**src/verilog/dcache_ctrl_pkg.sv**
```systemverilog
////////////////////////////////////////////////////////////////////////////
// Shared definitions for the data cache control pipeline
// Widths, request opcode and stage 1 outcome enums, request, lookup status
// and performance counter structs
////////////////////////////////////////////////////////////////////////////
package dcache_ctrl_pkg;

    // Request tag returned to the core
    localparam int TAG_W = 4;
    // Width of one performance counter
    localparam int CNT_W = 16;

    typedef enum logic {
        OP_LOAD  = 1'b0,
        OP_STORE = 1'b1
    } req_op_e;

    // One request as it moves down the pipeline
    typedef struct packed {
        req_op_e            op;
        logic               uncacheable;
        logic               need_rsp;
        logic [TAG_W-1:0]   tag;
    } dcache_req_t;

    // Directory, MSHR and write buffer status for the stage 1 request
    typedef struct packed {
        logic dir_hit;
        logic mshr_hit;
        logic mshr_full;
        logic mshr_alloc_ready;
        logic wbuf_write_ready;
    } lookup_t;

    // Single outcome of a stage 1 request
    typedef enum logic [2:0] {
        ACT_NONE,
        ACT_LOAD_HIT,
        ACT_LOAD_MISS,
        ACT_STORE_HIT,
        ACT_STORE_MISS,
        ACT_UNCACHED,
        ACT_HOLD
    } st1_action_e;

    typedef struct packed {
        logic [CNT_W-1:0] read_hit;
        logic [CNT_W-1:0] read_miss;
        logic [CNT_W-1:0] write_hit;
        logic [CNT_W-1:0] write_miss;
        logic [CNT_W-1:0] uncached;
        logic [CNT_W-1:0] hold;
    } perf_cnt_t;

endpackage

```
**src/verilog/dcache_req_arbiter.sv**
```systemverilog
////////////////////////////////////////////////////////////////////////////
// Fixed priority request arbiter for stage 0
// Refill first, then replay table, then core
////////////////////////////////////////////////////////////////////////////
`timescale 1ns/1ps

module dcache_req_arbiter import dcache_ctrl_pkg::*; (
    input  logic        core_req_valid_i,
    input  logic        rtab_req_valid_i,
    input  logic        refill_req_valid_i,
    input  dcache_req_t core_req_i,
    input  dcache_req_t rtab_req_i,
    input  logic        rtab_full_i,
    input  logic        uc_busy_i,
    input  logic        st1_valid_i,
    input  logic        st2_valid_i,
    input  logic        bubble_i,
    output logic        core_req_ready_o,
    output logic        rtab_req_ready_o,
    output logic        refill_req_ready_o,
    output logic        st0_valid_o,
    output logic        st0_from_rtab_o,
    output dcache_req_t st0_req_o
);

    // Refill owns the cache arrays, so wait for an empty pipeline
    assign refill_req_ready_o = refill_req_valid_i & ~st1_valid_i & ~st2_valid_i;

    // Replay loses only to refill and to bubble cycles
    assign rtab_req_ready_o = rtab_req_valid_i & ~refill_req_valid_i & ~bubble_i;

    // Core is lowest priority
    // A full replay table would leave no room to hold a new core request
    assign core_req_ready_o = core_req_valid_i
                              & ~rtab_req_valid_i
                              & ~refill_req_valid_i
                              & ~rtab_full_i
                              & ~uc_busy_i
                              & ~bubble_i;

    // Refill carries no payload and does not enter stage 1
    assign st0_valid_o     = core_req_ready_o | rtab_req_ready_o;
    assign st0_from_rtab_o = rtab_req_ready_o;

    // Payload follows the presented source, independent of the grant
    assign st0_req_o = rtab_req_valid_i ? rtab_req_i : core_req_i;

    // Grants are exclusive across all three sources
    always_comb begin
        assert ($onehot0({core_req_ready_o, rtab_req_ready_o, refill_req_ready_o}))
            else $error("More than one request source granted");
    end

endmodule

```
**src/verilog/dcache_ctrl_pe.sv**
```systemverilog
////////////////////////////////////////////////////////////////////////////
// Control engine for stage 1 and stage 2
// Stage 1 outcome, replay table signalling, MSHR allocation and
// pipeline bubble generation
////////////////////////////////////////////////////////////////////////////
`timescale 1ns/1ps

module dcache_ctrl_pe import dcache_ctrl_pkg::*; (
    input  logic              st1_valid_i,
    input  logic              st1_from_rtab_i,
    input  dcache_req_t       st1_req_i,
    input  logic              st2_valid_i,
    input  dcache_req_t       st2_req_i,
    input  lookup_t           lookup_i,
    input  logic              st0_is_load_i,
    input  logic              st0_valid_i,
    input  logic              rtab_req_valid_i,
    output logic              rsp_valid_o,
    output logic [TAG_W-1:0]  rsp_tag_o,
    output logic              uc_req_valid_o,
    output dcache_req_t       uc_req_o,
    output logic              wbuf_write_valid_o,
    output logic [TAG_W-1:0]  wbuf_write_tag_o,
    output logic              rtab_alloc_o,
    output logic              rtab_rback_o,
    output logic              rtab_commit_o,
    output dcache_req_t       rtab_alloc_req_o,
    output logic              mshr_alloc_o,
    output logic [TAG_W-1:0]  mshr_alloc_tag_o,
    output logic              st2_load_o,
    output logic              bubble_o,
    output st1_action_e       action_o
);

    logic st1_hold;
    logic st1_store;
    logic store_hold;

    // Cacheable store sitting in stage 1
    assign st1_store = st1_valid_i & ~st1_req_i.uncacheable & (st1_req_i.op == OP_STORE);

    // Store must wait for a pending refill on the line or for a write buffer slot
    assign store_hold = ~lookup_i.wbuf_write_ready | (~lookup_i.dir_hit & lookup_i.mshr_hit);

    always_comb begin
        action_o           = ACT_NONE;
        rsp_valid_o        = 1'b0;
        uc_req_valid_o     = 1'b0;
        wbuf_write_valid_o = 1'b0;
        st2_load_o         = 1'b0;

        if (st1_valid_i) begin
            if (st1_req_i.uncacheable) begin
                // Handed off whole, the handler answers the core itself
                uc_req_valid_o = 1'b1;
                action_o       = ACT_UNCACHED;
            end else if (st1_req_i.op == OP_LOAD) begin
                if (lookup_i.dir_hit) begin
                    action_o    = ACT_LOAD_HIT;
                    rsp_valid_o = st1_req_i.need_rsp;
                end else if (lookup_i.mshr_hit || lookup_i.mshr_full ||
                             !lookup_i.mshr_alloc_ready || st2_valid_i) begin
                    // Same line pending, no free MSHR, or MSHR port busy with stage 2
                    action_o = ACT_HOLD;
                end else begin
                    // Forward to stage 2 for MSHR allocation
                    action_o   = ACT_LOAD_MISS;
                    st2_load_o = 1'b1;
                end
            end else begin
                // No write while a read on the line is outstanding
                wbuf_write_valid_o = ~lookup_i.mshr_hit & lookup_i.wbuf_write_ready;
                if (store_hold) begin
                    action_o = ACT_HOLD;
                end else begin
                    action_o    = lookup_i.dir_hit ? ACT_STORE_HIT : ACT_STORE_MISS;
                    rsp_valid_o = st1_req_i.need_rsp;
                end
            end
        end
    end

    assign st1_hold = (action_o == ACT_HOLD);

    // New hold allocates, a replayed hold rolls back, anything else from replay commits
    assign rtab_alloc_o     = st1_hold & ~st1_from_rtab_i;
    assign rtab_rback_o     = st1_hold &  st1_from_rtab_i;
    assign rtab_commit_o    = st1_valid_i & st1_from_rtab_i & ~st1_hold;
    assign rtab_alloc_req_o = st1_req_i;

    // Payload fields all come straight from stage 1
    assign rsp_tag_o        = st1_req_i.tag;
    assign uc_req_o         = st1_req_i;
    assign wbuf_write_tag_o = st1_req_i.tag;

    // Stage 2 only ever allocates an MSHR entry
    assign mshr_alloc_o     = st2_valid_i;
    assign mshr_alloc_tag_o = st2_req_i.tag;

    // Bubble sources
    // MSHR hazard after allocation, hold or uncached, store then load on the
    // data RAM, and a finished replay with nothing else waiting in the table
    assign bubble_o = st2_valid_i
                      | st1_hold
                      | (action_o == ACT_UNCACHED)
                      | (st1_store & st0_valid_i & st0_is_load_i)
                      | (st1_valid_i & st1_from_rtab_i & ~rtab_req_valid_i);

    // A request either answers the core or goes to the replay table
    always_comb begin
        assert (!(rsp_valid_o && (rtab_alloc_o || rtab_rback_o)))
            else $error("Response issued together with a hold");
    end

endmodule

```
**src/verilog/dcache_pipe_regs.sv**
```systemverilog
////////////////////////////////////////////////////////////////////////////
// Stage 1 and stage 2 request registers
// Valid bits are reset, payloads are not
////////////////////////////////////////////////////////////////////////////
`timescale 1ns/1ps

module dcache_pipe_regs import dcache_ctrl_pkg::*; (
    input  logic        clk_i,
    input  logic        rst_n_i,
    input  logic        st0_valid_i,
    input  logic        st0_from_rtab_i,
    input  dcache_req_t st0_req_i,
    input  logic        st2_load_i,
    output logic        st1_valid_o,
    output logic        st1_from_rtab_o,
    output dcache_req_t st1_req_o,
    output logic        st2_valid_o,
    output dcache_req_t st2_req_o
);

    // Stage 1 never stalls, so it takes stage 0 on every edge
    always_ff @(posedge clk_i or negedge rst_n_i) begin
        if (!rst_n_i) begin
            st1_valid_o     <= 1'b0;
            st1_from_rtab_o <= 1'b0;
        end else begin
            st1_valid_o     <= st0_valid_i;
            st1_from_rtab_o <= st0_from_rtab_i;
        end
    end

    always_ff @(posedge clk_i) begin
        st1_req_o <= st0_req_i;
    end

    // Stage 2 lives for one cycle unless reloaded
    always_ff @(posedge clk_i or negedge rst_n_i) begin
        if (!rst_n_i) begin
            st2_valid_o <= 1'b0;
        end else begin
            st2_valid_o <= st2_load_i;
        end
    end

    always_ff @(posedge clk_i) begin
        if (st2_load_i) begin
            st2_req_o <= st1_req_o;
        end
    end

    // Stage 2 is never overwritten while it still allocates
    assert property (@(posedge clk_i) disable iff (!rst_n_i) st2_load_i |-> !st2_valid_o)
        else $error("Stage 2 reloaded while still valid");

endmodule

```
**src/verilog/dcache_perf_counters.sv**
```systemverilog
////////////////////////////////////////////////////////////////////////////
// Saturating performance counters, one per stage 1 outcome
////////////////////////////////////////////////////////////////////////////
`timescale 1ns/1ps

module dcache_perf_counters import dcache_ctrl_pkg::*; (
    input  logic        clk_i,
    input  logic        rst_n_i,
    input  st1_action_e action_i,
    output perf_cnt_t   perf_o
);

    // Stick at all ones
    function automatic logic [CNT_W-1:0] sat_inc(input logic [CNT_W-1:0] val);
        logic [CNT_W-1:0] res;
        res = (&val) ? val : val + CNT_W'(1);
        return res;
    endfunction

    always_ff @(posedge clk_i or negedge rst_n_i) begin
        if (!rst_n_i) begin
            perf_o <= '0;
        end else begin
            // At most one outcome per cycle
            case (action_i)
                ACT_LOAD_HIT:   perf_o.read_hit   <= sat_inc(perf_o.read_hit);
                ACT_LOAD_MISS:  perf_o.read_miss  <= sat_inc(perf_o.read_miss);
                ACT_STORE_HIT:  perf_o.write_hit  <= sat_inc(perf_o.write_hit);
                ACT_STORE_MISS: perf_o.write_miss <= sat_inc(perf_o.write_miss);
                ACT_UNCACHED:   perf_o.uncached   <= sat_inc(perf_o.uncached);
                ACT_HOLD:       perf_o.hold       <= sat_inc(perf_o.hold);
                default: ;
            endcase
        end
    end

endmodule

```
**src/verilog/dcache_ctrl_top.sv**
```systemverilog
////////////////////////////////////////////////////////////////////////////
// Data cache control pipeline top level
// Arbiter, pipeline registers, control engine and performance counters
////////////////////////////////////////////////////////////////////////////
`timescale 1ns/1ps

module dcache_ctrl_top import dcache_ctrl_pkg::*; (
    input  logic              clk_i,
    input  logic              rst_n_i,
    // Request sources
    input  logic              core_req_valid_i,
    output logic              core_req_ready_o,
    input  dcache_req_t       core_req_i,
    input  logic              rtab_req_valid_i,
    output logic              rtab_req_ready_o,
    input  dcache_req_t       rtab_req_i,
    input  logic              refill_req_valid_i,
    output logic              refill_req_ready_o,
    // Status from external blocks
    input  logic              rtab_full_i,
    input  logic              uc_busy_i,
    input  lookup_t           lookup_i,
    // Core response
    output logic              rsp_valid_o,
    output logic [TAG_W-1:0]  rsp_tag_o,
    // Uncached handler
    output logic              uc_req_valid_o,
    output dcache_req_t       uc_req_o,
    // Write buffer
    output logic              wbuf_write_valid_o,
    output logic [TAG_W-1:0]  wbuf_write_tag_o,
    // Replay table
    output logic              rtab_alloc_o,
    output logic              rtab_rback_o,
    output logic              rtab_commit_o,
    output dcache_req_t       rtab_alloc_req_o,
    // MSHR
    output logic              mshr_alloc_o,
    output logic [TAG_W-1:0]  mshr_alloc_tag_o,
    output perf_cnt_t         perf_o
);

    logic        st0_valid;
    logic        st0_from_rtab;
    dcache_req_t st0_req;
    logic        st1_valid;
    logic        st1_from_rtab;
    dcache_req_t st1_req;
    logic        st2_valid;
    dcache_req_t st2_req;
    logic        st2_load;
    logic        bubble;
    st1_action_e action;

    dcache_req_arbiter dcache_req_arbiter_inst (
        .core_req_valid_i   (core_req_valid_i),
        .rtab_req_valid_i   (rtab_req_valid_i),
        .refill_req_valid_i (refill_req_valid_i),
        .core_req_i         (core_req_i),
        .rtab_req_i         (rtab_req_i),
        .rtab_full_i        (rtab_full_i),
        .uc_busy_i          (uc_busy_i),
        .st1_valid_i        (st1_valid),
        .st2_valid_i        (st2_valid),
        .bubble_i           (bubble),
        .core_req_ready_o   (core_req_ready_o),
        .rtab_req_ready_o   (rtab_req_ready_o),
        .refill_req_ready_o (refill_req_ready_o),
        .st0_valid_o        (st0_valid),
        .st0_from_rtab_o    (st0_from_rtab),
        .st0_req_o          (st0_req)
    );

    dcache_pipe_regs dcache_pipe_regs_inst (
        .clk_i           (clk_i),
        .rst_n_i         (rst_n_i),
        .st0_valid_i     (st0_valid),
        .st0_from_rtab_i (st0_from_rtab),
        .st0_req_i       (st0_req),
        .st2_load_i      (st2_load),
        .st1_valid_o     (st1_valid),
        .st1_from_rtab_o (st1_from_rtab),
        .st1_req_o       (st1_req),
        .st2_valid_o     (st2_valid),
        .st2_req_o       (st2_req)
    );

    // Data RAM hazard looks at the presented request, not the grant,
    // since the grant itself depends on the bubble
    dcache_ctrl_pe dcache_ctrl_pe_inst (
        .st1_valid_i        (st1_valid),
        .st1_from_rtab_i    (st1_from_rtab),
        .st1_req_i          (st1_req),
        .st2_valid_i        (st2_valid),
        .st2_req_i          (st2_req),
        .lookup_i           (lookup_i),
        .st0_is_load_i      (st0_req.op == OP_LOAD),
        .st0_valid_i        (core_req_valid_i | rtab_req_valid_i),
        .rtab_req_valid_i   (rtab_req_valid_i),
        .rsp_valid_o        (rsp_valid_o),
        .rsp_tag_o          (rsp_tag_o),
        .uc_req_valid_o     (uc_req_valid_o),
        .uc_req_o           (uc_req_o),
        .wbuf_write_valid_o (wbuf_write_valid_o),
        .wbuf_write_tag_o   (wbuf_write_tag_o),
        .rtab_alloc_o       (rtab_alloc_o),
        .rtab_rback_o       (rtab_rback_o),
        .rtab_commit_o      (rtab_commit_o),
        .rtab_alloc_req_o   (rtab_alloc_req_o),
        .mshr_alloc_o       (mshr_alloc_o),
        .mshr_alloc_tag_o   (mshr_alloc_tag_o),
        .st2_load_o         (st2_load),
        .bubble_o           (bubble),
        .action_o           (action)
    );

    dcache_perf_counters dcache_perf_counters_inst (
        .clk_i    (clk_i),
        .rst_n_i  (rst_n_i),
        .action_i (action),
        .perf_o   (perf_o)
    );

endmodule

```
**config.mk**
```make
export PLATFORM = sky130hd
export DESIGN_NAME = dcache_ctrl_top
export DESIGN_NICKNAME = d
export VERILOG_FILES = /design/src/verilog/dcache_ctrl_pkg.sv /design/src/verilog/dcache_req_arbiter.sv /design/src/verilog/dcache_ctrl_pe.sv /design/src/verilog/dcache_pipe_regs.sv /design/src/verilog/dcache_perf_counters.sv /design/src/verilog/dcache_ctrl_top.sv
export SDC_FILE = /design/constraint.sdc
export NUM_CORES = 1
export LEC_CHECK = 0
export BUFFER_PORTS_ARGS = -buffer_cell sky130_fd_sc_hd__buf_2
export CAP_MARGIN = 30
export CORE_MARGIN = 4
export CORE_UTILIZATION = 52
export DETAILED_ROUTE_END_ITERATION = 7
export HOLD_SLACK_MARGIN = 0.08
export PLACE_DENSITY = 0.93
export RECOVER_POWER = 50
export REMOVE_ABC_BUFFERS = 1
export SLEW_MARGIN = 40
export SYNTH_ARGS = -nofsm -noshare
export SYNTH_HDL_FRONTEND = slang
export SYNTH_SLANG_ARGS = --single-unit
```
**constraint.sdc**
```tcl
create_clock -name clk_i -period 2.1 [get_ports clk_i]
set_input_delay 0.105 -clock clk_i [delete_from_list [all_inputs] [get_ports clk_i]]
set_output_delay 0.105 -clock clk_i [all_outputs]
set_load 0.01 [all_outputs]
```
==> results.md <==
* Top cells by area, synth: dfrtp_1 47%, xnor2_1 10%, nand4_1 3.6%, xor2_1 3.5%, nand3_1 3.3%
* Avg Cell Area, Syn at 11.4 um2
* RSZ-0062 raised after global routing: yes
* Max Cap Viol at 0
* CTS Sinks at 110
* Wire length of the first global-routing pass at 21.7 mm
* Vias post-DR at 4412
* Worst hold-check slack at 132 ps
* Placed standard-cell area at 6130 um2
* Die height at 108 um
* Final nets at 668
* Number of fill cells at 788
* Worst Path Arrival at 2040 ps
* Max-slew headroom at 19.1%
* Antenna violations before repair at 0
* Gr usage total at 23.6%
* Pleak at 3.08 nW
* FF+latch count, synth at 110
* Post-synth EDFFs at 4
* Worst hold path class: in -> reg
* Congestion Overflow GR at 0
* Slew Viols, Final at 0
* Final min period at 2150 ps
* TritonCTS clock tree: done
* Outcome: finished, violations left
* Initial DRC count at 259
* Die Wd at 108 um
* Layout cells sized above 1 at 22.8%
* DR WL/cell at 17.6 um
* IO buf count at 157
* Detailed Route WL at 13.6 mm
* Final setup viols at 2
* Total core area at 9770 um2
* Tcrit/Tclk final at 102%
* Post-synth top area share at 47.4%
* Detailed placer's ending HPWL at 9.80 mm
* Worst skew pair latency at 380 ps
* Cell area after layout at 6510 um2
* Top-count cell post-synth: dfrtp_1
* Critical path class: reg -> out
* Detailed Routing Iterations Pass 1 at 5
* WP data required at 2000 ps
* Max Fclk at 0.465 GHz
* Mapped Cells at 458
* Initial Util at 53.5%
* CP Launch Type: flip-flop
* Largest net degree at the start of global routing at 52
* Register area share after synthesis at 52.3%
* H-tree Lvls at 3
* Row cnt at 36
* Routed Antenna Nets at 0
* Area Overhead vs Synth at 24.4%
* CP Max Fanout at 3
* Failing checks: negative setup slack
* Slew at the pin with the worst max-slew slack at 1210 ps
* Final setup margin at -49.1 ps
* Vias per cell at 5.70
* Ys Warns at 0
* Vias in the first global route at 4329
* Clk_skew at 10.8 ps
* Top post-synthesis cells by count: 99 x dfrtp_1, 61 x xnor2_1, 35 x nand3_1, 33 x nand2_1, 30 x nand4_1
* Clock slew at the register clock pins of the worst setup and hold paths at 100 ps
* Asr flop ratio synth at 90.0%
* Root Driver: clkbuf_8
* P per Cell Area at 672 nW/um2
* Cell taking the most area after synthesis: dfrtp_1
* Synthesized area at 5230 um2
* Final Wtd Congestion at 0.885
* Ports at 158
* Post-route DRC at 0
* Largest buffer count on any clock path at 2
* Die area at 11700 um2
* Number of antenna diodes at 0
* Final hold violations at 0
* Num CTS Buffers at 9
* Synth cell types at 54
* Peak supply drop at 0.557 mV
* Kind of end point of the critical path: primary output
* Synth Flop Type: dfrtp_1
-- state kept, by name, indices dropped and copies added (netlist names) --
name and flops:
dcache_perf_counters_inst.perf_o 96, dcache_pipe_regs_inst.st1_req_o 7, dcache_pipe_regs_inst.st2_req_o 4, dcache_pipe_regs_inst.st1_from_rtab_o 1, dcache_pipe_regs_inst.st1_valid_o 1, dcache_pipe_regs_inst.st2_valid_o 1
-- report_power, final --
| part | internal, mW | leakage [nW] | switching [mW] | total (mW) |
|---|---|---|---|---|
| Combinational | 0.287 | 1.54 | 0.334 | 0.621 |
| Clock | 0.586 | 0.0999 | 0.711 | 1.30 |
| Sequential | 2.27 | 1.44 | 0.192 | 2.46 |
-- per-stage QoR --
| stage | total power, mW | std cells | util (%) | setup slack (ps) | TNS (ps) |
|---|---|---|---|---|---|
| after floorplan | 2.75 | 437 | - | 125 | 0 |
| final | 4.38 | 774 | 66.6 | -49.1 | -71.5 |
| after detailed placement | 3.11 | 737 | 62.7 | 77.0 | 0 |
| after CTS | 4.42 | 774 | 67.1 | -101 | -201 |
| after global routing | 4.61 | 774 | 66.6 | -150 | -544 |
| after global placement | 3.05 | 737 | 62.7 | 156 | 0 |
-- cell families after synthesis --
group,share of synthesized area (%)
adders and majority gates,1.44
and+or+nand+nor,20.8
xor gates and xnor gates,13.7
buffers and inverters,3.47
DFF,52.3
muxes,3.87
AOI/OAI and AO/OA,4.38
-- worst max-delay path: stages, from the launching register on --
cell,delay [ps]
dfrtp_2,440
nor4b_4,250
nor2_2,70
o211a_1,250
a2111oi_4,310
and3_1,220
buf_2,130
-- layout make-up --
cell class              count  area, um2  share of cell area [%]
inverters                   9       33.8                   0.519
repair buffers            188        977                    15.0
multi-input cells         318       2390                    36.7
well taps                 133        166                    2.56
clock buffers              11        141                    2.17
clock inverters             5       57.6                   0.885
flip-flops and latches    110       2740                    42.1
-- placed cells by master, fill, tap and decap left out, types with 6 or more instances in the layout --
cell / synthesis / routed
nor2_1: 17 / 16
ha_1: 6 / 6
buf_2: 4 / 79
nand2_1: 33 / 33
mux2_2: 14 / 14
clkbuf_1: 1 / 77
nand3_1: 35 / 35
dfxtp_1: 7 / 6
inv_1: 9 / 9
dfrtp_1: 99 / 97
and3_1: 26 / 26
a21oi_1: 6 / 6
xnor2_1: 61 / 61
buf_4: 15 / 12
clkbuf_8: 0 / 10
nor3_1: 10 / 9
and4_1: 9 / 9
dlygate4sd3_1: 0 / 19
nand4_1: 30 / 30
xor2_1: 21 / 21
-- per-layer routing --
| metal | global-route usage [%] | vias to the layer above | wire (um) |
|---|---|---|---|
| li1 | - | 1973 | - |
| met1 | 31.6 | 2194 | 5540 |
| met2 | 38.1 | 216 | 6660 |
| met3 | 4.78 | 29 | 1100 |
| met4 | 8.75 | 0 | 299 |
| met5 | 0 | - | 0 |
-- timing repair --
| action | CTS | global route |
|---|---|---|
| setup buffers | 2 | 0 |
| endpoints found under the hold margin | 56 | 0 |
| pin swaps | 4 | 3 |
| hold buffers | 19 | 0 |
| cloned | 0 | 0 |
| endpoints found under the setup margin | 2 | 15 |
| gates resized for setup | 5 | 9 |
-- path summary, 6_finish.rpt --
path | start | end | slack, ps | cells after the start
min in group asynchronous | rst_n_i | dcache_perf_counters_inst.perf_o[41] | 520 | 2
worst min register to register | dcache_perf_counters_inst.perf_o[58] | dcache_perf_counters_inst.perf_o[58] | 500 | 1
max in group asynchronous | rst_n_i | dcache_pipe_regs_inst.st1_valid_o | 300 | 3
worst max-delay path | dcache_pipe_regs_inst.st2_valid_o | core_req_ready_o | -50 | 6
worst min-delay path | rtab_req_valid_i | dcache_pipe_regs_inst.st1_from_rtab_o | 130 | 3
worst max register to register | dcache_perf_counters_inst.perf_o[32] | dcache_perf_counters_inst.perf_o[47] | 50 | 6
No activity file was read; power rests on OpenSTA's default activity.
